$ cat src/strOpPkg.sv
package strOpPkg;

   // command opcodes, codes 5 to 7 are not defined.
   typedef enum logic [2:0] {
      OP_EQUAL      = 3'd0,
      OP_FIRST_DIFF = 3'd1,
      OP_ORDER      = 3'd2,
      OP_LENGTH     = 3'd3,
      OP_PREFIX     = 3'd4
   } opcode_e;

   typedef struct packed {
      opcode_e      opcode;
      logic [3:0]   tag;
      logic [127:0] strA;   // byte 0 in bits 7:0.
      logic [127:0] strB;
   } cmd_t;

   // result selection in the last stage.
   typedef enum logic [2:0] {
      SEL_EQUAL,
      SEL_FIRST_DIFF,
      SEL_ORDER,
      SEL_LENGTH,
      SEL_PREFIX,
      SEL_ILLEGAL
   } resSel_e;

   typedef struct packed {
      resSel_e      resSel;
      logic         nullNeverMatches;   // zero B byte forces a mismatch.
      logic [3:0]   tag;
      logic [127:0] strA;
      logic [127:0] strB;
   } ctrl_t;

endpackage

$ cat src/strResPkg.sv
package strResPkg;

   // one bit per byte position.
   typedef struct packed {
      logic [15:0]       mismatch;
      logic [15:0]       lessA;
      logic [15:0]       nzA;
      logic [15:0]       nzB;
      strOpPkg::resSel_e resSel;
      logic [3:0]        tag;
   } cmpVec_t;

   typedef enum logic {
      ST_OK      = 1'b0,
      ST_ILLEGAL = 1'b1
   } status_e;

   typedef struct packed {
      logic [3:0] tag;
      status_e    status;
      logic [7:0] value;
   } res_t;

endpackage

$ cat src/strDecode.sv
`timescale 1ns/1ps

module strDecode (
   input  logic             clk,
   input  logic             rst,
   input  logic             i_cmdValid,
   input  strOpPkg::cmd_t   i_cmd,
   output logic             o_ctrlValid,
   output strOpPkg::ctrl_t  o_ctrl
);

   strOpPkg::resSel_e resSel;
   logic              nullNeverMatches;

   always_comb begin
      nullNeverMatches = 1'b0;
      case (i_cmd.opcode)
         strOpPkg::OP_EQUAL:      resSel = strOpPkg::SEL_EQUAL;
         strOpPkg::OP_FIRST_DIFF: resSel = strOpPkg::SEL_FIRST_DIFF;
         strOpPkg::OP_ORDER:      resSel = strOpPkg::SEL_ORDER;
         strOpPkg::OP_LENGTH:     resSel = strOpPkg::SEL_LENGTH;
         strOpPkg::OP_PREFIX: begin
            resSel           = strOpPkg::SEL_PREFIX;
            nullNeverMatches = 1'b1;   // end of B must not count as a match.
         end
         default:                 resSel = strOpPkg::SEL_ILLEGAL;
      endcase
   end

   // one cycle valid pulse per accepted command.
   always_ff @(posedge clk or posedge rst) begin
      if (rst) begin
         o_ctrlValid <= 1'b0;
      end else begin
         o_ctrlValid <= i_cmdValid;
      end
   end

   always_ff @(posedge clk) begin
      if (i_cmdValid) begin
         o_ctrl.resSel           <= resSel;
         o_ctrl.nullNeverMatches <= nullNeverMatches;
         o_ctrl.tag              <= i_cmd.tag;
         o_ctrl.strA             <= i_cmd.strA;
         o_ctrl.strB             <= i_cmd.strB;
      end
   end

endmodule

$ cat src/strCompare.sv
`timescale 1ns/1ps

module strCompare (
   input  logic               clk,
   input  logic               rst,
   input  logic               i_ctrlValid,
   input  strOpPkg::ctrl_t    i_ctrl,
   output logic               o_cmpValid,
   output strResPkg::cmpVec_t o_cmp
);

   logic [127:0] effA;
   logic [127:0] effB;
   logic [15:0]  mismatch;
   logic [15:0]  lessA;
   logic [15:0]  nzA;
   logic [15:0]  nzB;

   // effective strings, everything past the first zero reads as zero.
   always_comb begin
      logic liveA;
      logic liveB;
      liveA = 1'b1;
      liveB = 1'b1;
      for (int i = 0; i < 16; i++) begin
         effA[i*8 +: 8] = liveA ? i_ctrl.strA[i*8 +: 8] : 8'h00;
         effB[i*8 +: 8] = liveB ? i_ctrl.strB[i*8 +: 8] : 8'h00;
         liveA = liveA && (i_ctrl.strA[i*8 +: 8] != 8'h00);
         liveB = liveB && (i_ctrl.strB[i*8 +: 8] != 8'h00);
      end
   end

   always_comb begin
      for (int i = 0; i < 16; i++) begin
         nzA[i]      = |effA[i*8 +: 8];
         nzB[i]      = |effB[i*8 +: 8];
         lessA[i]    = effA[i*8 +: 8] < effB[i*8 +: 8];
         mismatch[i] = (effA[i*8 +: 8] != effB[i*8 +: 8]) ||
                       (i_ctrl.nullNeverMatches && !nzB[i]);
      end
   end

   always_ff @(posedge clk or posedge rst) begin
      if (rst) begin
         o_cmpValid <= 1'b0;
      end else begin
         o_cmpValid <= i_ctrlValid;
      end
   end

   always_ff @(posedge clk) begin
      if (i_ctrlValid) begin
         o_cmp.mismatch <= mismatch;
         o_cmp.lessA    <= lessA;
         o_cmp.nzA      <= nzA;
         o_cmp.nzB      <= nzB;
         o_cmp.resSel   <= i_ctrl.resSel;
         o_cmp.tag      <= i_ctrl.tag;
      end
   end

endmodule

$ cat src/strResult.sv
`timescale 1ns/1ps

module strResult #(
   parameter int DEPTH       = 4,
   parameter int OUT_CREDITS = 2
) (
   input  logic               clk,
   input  logic               rst,
   input  logic               i_cmpValid,
   input  strResPkg::cmpVec_t i_cmp,
   input  logic               i_resCredit,
   output logic               o_resValid,
   output strResPkg::res_t    o_res,
   output logic               o_cmdCredit
);

   localparam int ptrW = (DEPTH > 1) ? $clog2(DEPTH) : 1;
   localparam int cntW = $clog2(DEPTH + 1);
   localparam int crdW = (OUT_CREDITS > 0) ? $clog2(OUT_CREDITS + 1) : 1;

   strResPkg::res_t mem [DEPTH];
   strResPkg::res_t pushRes;
   logic [ptrW-1:0] wrPtr;
   logic [ptrW-1:0] rdPtr;
   logic [cntW-1:0] fifoCount;
   logic [crdW-1:0] outCredits;
   logic [4:0]      firstDiff;
   logic [4:0]      lenA;
   logic [4:0]      lenB;
   logic            lessAtDiff;
   logic            pop;

   always_comb begin
      firstDiff = 5'd16;   // no difference.
      lenA      = '0;
      lenB      = '0;
      for (int i = 15; i >= 0; i--) begin
         if (i_cmp.mismatch[i]) firstDiff = 5'(i);
      end
      for (int i = 0; i < 16; i++) begin
         lenA = lenA + 5'(i_cmp.nzA[i]);
         lenB = lenB + 5'(i_cmp.nzB[i]);
      end
      lessAtDiff = !firstDiff[4] && i_cmp.lessA[firstDiff[3:0]];
   end

   always_comb begin
      pushRes.tag    = i_cmp.tag;
      pushRes.status = strResPkg::ST_OK;
      case (i_cmp.resSel)
         strOpPkg::SEL_EQUAL:      pushRes.value = {7'd0, ~|i_cmp.mismatch};
         strOpPkg::SEL_FIRST_DIFF: pushRes.value = {3'd0, firstDiff};
         strOpPkg::SEL_ORDER:      pushRes.value = firstDiff[4] ? 8'd0 : (lessAtDiff ? 8'd1 : 8'd2);
         strOpPkg::SEL_LENGTH:     pushRes.value = {3'd0, lenA};
         strOpPkg::SEL_PREFIX:     pushRes.value = {7'd0, firstDiff == lenB};
         default: begin
            pushRes.status = strResPkg::ST_ILLEGAL;
            pushRes.value  = 8'd0;
         end
      endcase
   end

   assign pop = (fifoCount != '0) && (outCredits != '0);

   always_ff @(posedge clk) begin
      if (i_cmpValid) mem[wrPtr] <= pushRes;
      if (pop) o_res <= mem[rdPtr];
   end

   always_ff @(posedge clk or posedge rst) begin
      if (rst) begin
         wrPtr       <= '0;
         rdPtr       <= '0;
         fifoCount   <= '0;
         outCredits  <= crdW'(OUT_CREDITS);
         o_resValid  <= 1'b0;
         o_cmdCredit <= 1'b0;
      end else begin
         o_resValid  <= pop;
         o_cmdCredit <= pop;   // slot freed, upstream may send again.
         if (i_cmpValid) wrPtr <= (wrPtr == ptrW'(DEPTH - 1)) ? '0 : wrPtr + 1'b1;
         if (pop) rdPtr <= (rdPtr == ptrW'(DEPTH - 1)) ? '0 : rdPtr + 1'b1;
         case ({i_cmpValid, pop})
            2'b10:   fifoCount <= fifoCount + 1'b1;
            2'b01:   fifoCount <= fifoCount - 1'b1;
            default: ;
         endcase
         case ({pop, i_resCredit})
            2'b10:   outCredits <= outCredits - 1'b1;
            2'b01:   outCredits <= outCredits + 1'b1;
            default: ;
         endcase
      end
   end

endmodule

$ cat src/strMatchTop.sv
`timescale 1ns/1ps

module strMatchTop #(
   parameter int DEPTH       = 4,
   parameter int OUT_CREDITS = 2
) (
   input  logic            clk,
   input  logic            rst,
   input  logic            i_cmdValid,
   input  strOpPkg::cmd_t  i_cmd,
   output logic            o_cmdCredit,
   input  logic            i_resCredit,
   output logic            o_resValid,
   output strResPkg::res_t o_res
);

   logic               ctrlValid;
   strOpPkg::ctrl_t    ctrl;
   logic               cmpValid;
   strResPkg::cmpVec_t cmp;

   strDecode strDecode_inst (
      .clk         (clk),
      .rst         (rst),
      .i_cmdValid  (i_cmdValid),
      .i_cmd       (i_cmd),
      .o_ctrlValid (ctrlValid),
      .o_ctrl      (ctrl)
   );

   strCompare strCompare_inst (
      .clk         (clk),
      .rst         (rst),
      .i_ctrlValid (ctrlValid),
      .i_ctrl      (ctrl),
      .o_cmpValid  (cmpValid),
      .o_cmp       (cmp)
   );

   // fifo depth matches the upstream credit count.
   strResult #(
      .DEPTH       (DEPTH),
      .OUT_CREDITS (OUT_CREDITS)
   ) strResult_inst (
      .clk         (clk),
      .rst         (rst),
      .i_cmpValid  (cmpValid),
      .i_cmp       (cmp),
      .i_resCredit (i_resCredit),
      .o_resValid  (o_resValid),
      .o_res       (o_res),
      .o_cmdCredit (o_cmdCredit)
   );

endmodule

$ cat config.mk
export PLATFORM = sky130hd
export DESIGN_NAME = strMatchTop
export DESIGN_NICKNAME = d
export VERILOG_FILES = /design/src/strOpPkg.sv /design/src/strResPkg.sv /design/src/strDecode.sv /design/src/strCompare.sv /design/src/strResult.sv /design/src/strMatchTop.sv
export SDC_FILE = /design/constraint.sdc
export NUM_CORES = 1
export LEC_CHECK = 0
export BUFFER_PORTS_ARGS = -buffer_cell sky130_fd_sc_hd__buf_2
export CORE_UTILIZATION = 57
export DETAILED_ROUTE_END_ITERATION = 8
export PLACE_DENSITY = 0.8
export SYNTH_ARGS = -nofsm -noshare
export SYNTH_HDL_FRONTEND = slang
export SYNTH_SLANG_ARGS = --single-unit
$ cat constraint.sdc
create_clock -name clk -period 6.1 [get_ports clk]
set_clock_uncertainty 0.2 [all_clocks]
set_input_delay 0.915 -clock clk [delete_from_list [all_inputs] [get_ports clk]]
set_output_delay 0.915 -clock clk [all_outputs]
set_load 0.1 [all_outputs]
==> results.md <==
- Run status: complete, no violations
- Number of standard-cell rows in the floorplan: 65
- WL per Instance: between 15 and 20 um
- Max clock buf depth: 3
- Resized Gates After CTS: 0
- Post-detailed-placement cell area: between 20000 and 25000 um^2
- Tightest Hold Check Type: in -> async
- Count of maximum capacitance violations: 0
- Critical path data required time: ~6.3 ns
- Total number of vias: about 12000
- CTS tree: built
- Fmax achieved: approximately 0.21 GHz
- Number of cell instances on the worst register-to-register path: 19
- Critical Path Source Type: flip-flop
- Crit Path Class: reg -> reg
- Count of flip-flops with a built-in enable after synthesis: just under 400
- Amount of wire on met2 after detailed routing: between 15000 and 20000 um
- Core outline area: ~32000 um^2
- Multi-input logic area: between 6000 and 7000 um^2
- DRC errors left: 0
- Peak ir drop on the vdd network: 0.000307 V
- Pins Over Slew Limit: 0
- Crit-path max cell delay: about 0.58 ns
- Stages on worst setup path: 19
- Power density relative to cell area: around 360 nW/um^2
- Maximum number of pins on one net before global-route repair: ~180
- Most used DFF post-synth: edfxtp_1
- Initial antenna violation count: 16
- FILL cells: ~2200
- Overall routed net length: between 30000 and 40000 um
- Total negative setup slack: 0 ns
- Total power draw: between 7000 and 8000 uW
- Pleak: 0.00915 uW
- I/O pins: about 280
- Placer congestion estimate: just under 0.9
- Flop and latch count out of synthesis: about 400
- Cell with the largest stage delay on the worst path: and3_1
- Design Area, Final: 21900 um^2
- Global Route Usage Sum: 0.238
- FF+latch area: about 12000 um^2
- CTS Root Buffer Type: clkbuf_16
- Post-Syn Area: around 19000 um^2
- Yosys cell types: between 50 and 60
- Synth async-reset ratio: 0.0302
- Total die area: around 33000 um^2
- Fin util: 0.687
- Signal arrival time at the worst endpoint: slightly below 5 ns
- Die span in x: 183 um
- Slew at the pin with the worst max-slew slack: 1.14 ns
- Final critical-path share of the clock period: 0.782
- Crit path time final: roughly 4.8 ns
- Finished Layout Cells: roughly 2100
- Routed length on met3: approximately 2500 um
- HPWL after detailed placement: approximately 29000 um
- Seq/Total Area, Yosys: 0.638
- NumNets Final: ~2100
- Slew margin rel.: 0.233
- Highest routed layer: met5
- Height of the die: between 150 and 200 um
- CTS buffer count: 41
- Cells after DPL: a little over 2000
- Synth-to-Final Area Change: 17.5%
- Worst path cell trace: nor4_1, nand2_1, and3_1, and2_4, nand2_4, inv_4, and3_4, a21boi_4, a21boi_4, and2_1, ha_1, nor2b_1, o21a_1, o21a_1, o21ai_0, nand2b_1, a21oi_1, nor2_1, a211oi_1
- Count of routing violations after the opening detailed-route iteration: just over 700
- Clock latency reported for the late side of the worst-skew pair: 0.54 ns
- RSZ-0062 raised after global routing: no
- Clock net sink count: 397
- Final setup fails: 0
- Wire length on met1: roughly 16000 um
- Gate count of the mapped netlist: 1356
- Total of warnings raised by yosys: 0
- Worst path top cell family by delay: simple AND/OR/NAND/NOR gates
- Wire length of the first global-routing pass: slightly above 60000 um
- Count of buffers from port buffering: ~280
- Largest fanout on the critical path: 26
- Vias in the first global route: approximately 12000
- Avg Cell Area, Syn: ~14 um^2
- Share of post-route cells with drive strength above 1: 0.225
- Total gr overflow: 0
- Crit end category: flip-flop
- Number of hold buffers added after CTS: 0
- Final Hold Fails: 0
- Detail Route Antenna Nets: 0
- Max H-tree Level: 2
- Clock-pin slew on the worst setup and hold paths: approximately 0.06 ns
- Initial core utilization: 0.585
- First-pass detailed-route iteration total: 5
- Buf/Inv on CP: 1
- Detailed-route vias per instance: 5.58
- Post-CTS repair timing setup buffer count: 0
flip-flops by register name, summed over array words and instances (netlist names):
name,cells
strCompare_inst.o_cmp,71
strCompare_inst.o_cmpValid,1
strDecode_inst.o_ctrl,264
strDecode_inst.o_ctrlValid,1
strResult_inst.fifoCount,3
strResult_inst.mem,40
strResult_inst.o_res,10
strResult_inst.o_resValid,1
strResult_inst.outCredits,2
strResult_inst.rdPtr,2
strResult_inst.wrPtr,2
cell usage after synthesis (all sizes together) (2+ instances only):
master	number	area, um^2
a211o	3	26.3
a211oi	19	148
a21boi	4	52.6
a21o	26	195
a21oi	29	145
a22oi	4	30.0
and2	94	607
and3	49	313
buf	10	71.3
clkbuf	21	78.8
dfrtp	11	275
edfxtp	385	11600
fa	21	420
ha	145	1810
inv	69	262
mux2i	8	80.1
mux4	10	225
nand2	170	648
nand2b	16	100
nand3	7	35.0
nand4	30	188
nor2	50	188
nor2b	19	119
nor3	8	40.0
nor4	68	432
o21a	12	90.1
o21ai	36	180
o31ai	2	15.0
or4	3	22.5
xnor2	10	87.6
xor2	5	43.8
power by group:
| group | total (uW) | switching, uW | internal (uW) |
|---|---|---|---|
| clock network | 2560 | 990 | 1570 |
| logic | 1640 | 993 | 649 |
| registers | 3570 | 187 | 3380 |
logic make-up (layout without fill, tap and decap cells):
kind of cell | Yosys count | count (layout) | synth area share
and+or+nand+nor | 517 | 517 | 0.146
DFF | 397 | 397 | 0.638
adders and majority gates | 166 | 166 | 0.120
AOI/OAI and AO/OA | 141 | 141 | 0.0499
buffers and inverters | 100 | 423 | 0.0221
muxes | 19 | 19 | 0.0170
xor gates and xnor gates | 15 | 15 | 0.00706
other | 1 | 13 | 0.000202
worst reg2reg max path: stages (launching register included):
cell      delay (ns)
edfxtp_1        0.36
nor4_1          0.07
nand2_1         0.35
and3_1          0.58
and2_4          0.28
nand2_4         0.07
inv_4           0.18
and3_4          0.30
a21boi_4        0.31
a21boi_4        0.32
and2_1          0.17
ha_1            0.23
nor2b_1         0.13
o21a_1          0.16
o21a_1          0.16
o21ai_0         0.16
nand2b_1        0.08
a21oi_1         0.15
nor2_1          0.06
a211oi_1        0.23
routing by layer:
| layer | global-route usage | vias to the layer above |
|---|---|---|
| met5 | 0 | - |
| met4 | 0.0945 | 10 |
| met3 | 0.0517 | 91 |
| met2 | 0.406 | 374 |
| met1 | 0.296 | 5738 |
| li1 | - | 5654 |
per-stage QoR:
stage	setup slack, ns	hold WS, ns
after floorplan	1.71	0.200
after global placement	1.56	0.209
after detailed placement	1.36	0.210
after CTS	1.33	0.210
after global routing	0.891	0.235
final	1.33	0.204
final cells by class:
cell class / count / share of cell area
flip-flops and latches: 397 / 0.543
multi-input cells: 861 / 0.290
repair buffers: 283 / 0.0664
clock buffers: 50 / 0.0485
well taps: 435 / 0.0249
clock inverters: 21 / 0.0141
inverters: 69 / 0.0120
diodes: 10 / 0.00114
layout by cell type, fill, tap and decap left out, types with 7 or more instances in the layout:
master / count
o21a_1: 12
clkbuf_1: 9
and2_1: 80
a21o_1: 26
a211oi_1: 17
mux2i_1: 8
nand2b_1: 16
ha_1: 145
fa_1: 21
buf_2: 277
nand2_1: 168
o21ai_0: 36
xnor2_1: 10
diode_2: 10
dfrtp_1: 10
nor3_1: 8
nand3_1: 7
and3_1: 47
nor2_1: 50
nor4_1: 67
bufinv_16: 8
and2_2: 13
nor2b_1: 19
nand4_1: 30
edfxtp_1: 385
a21oi_1: 29
clkbuf_16: 41
mux4_2: 10
inv_1: 68
final timing paths:
kind,start,end,slack (ns)
max in group asynchronous,rst,strDecode_inst.o_ctrlValid,5.13
max,strDecode_inst.o_ctrl[129],strCompare_inst.o_cmp[54],1.33
max reg2reg,strDecode_inst.o_ctrl[129],strCompare_inst.o_cmp[54],1.33
min,rst,strDecode_inst.o_ctrlValid,0.20
min reg2reg,strDecode_inst.o_ctrl[259],strCompare_inst.o_cmp[3],0.22
min in group clk,strDecode_inst.o_ctrl[259],strCompare_inst.o_cmp[3],0.22
No activity file was read; power rests on OpenSTA's default activity.
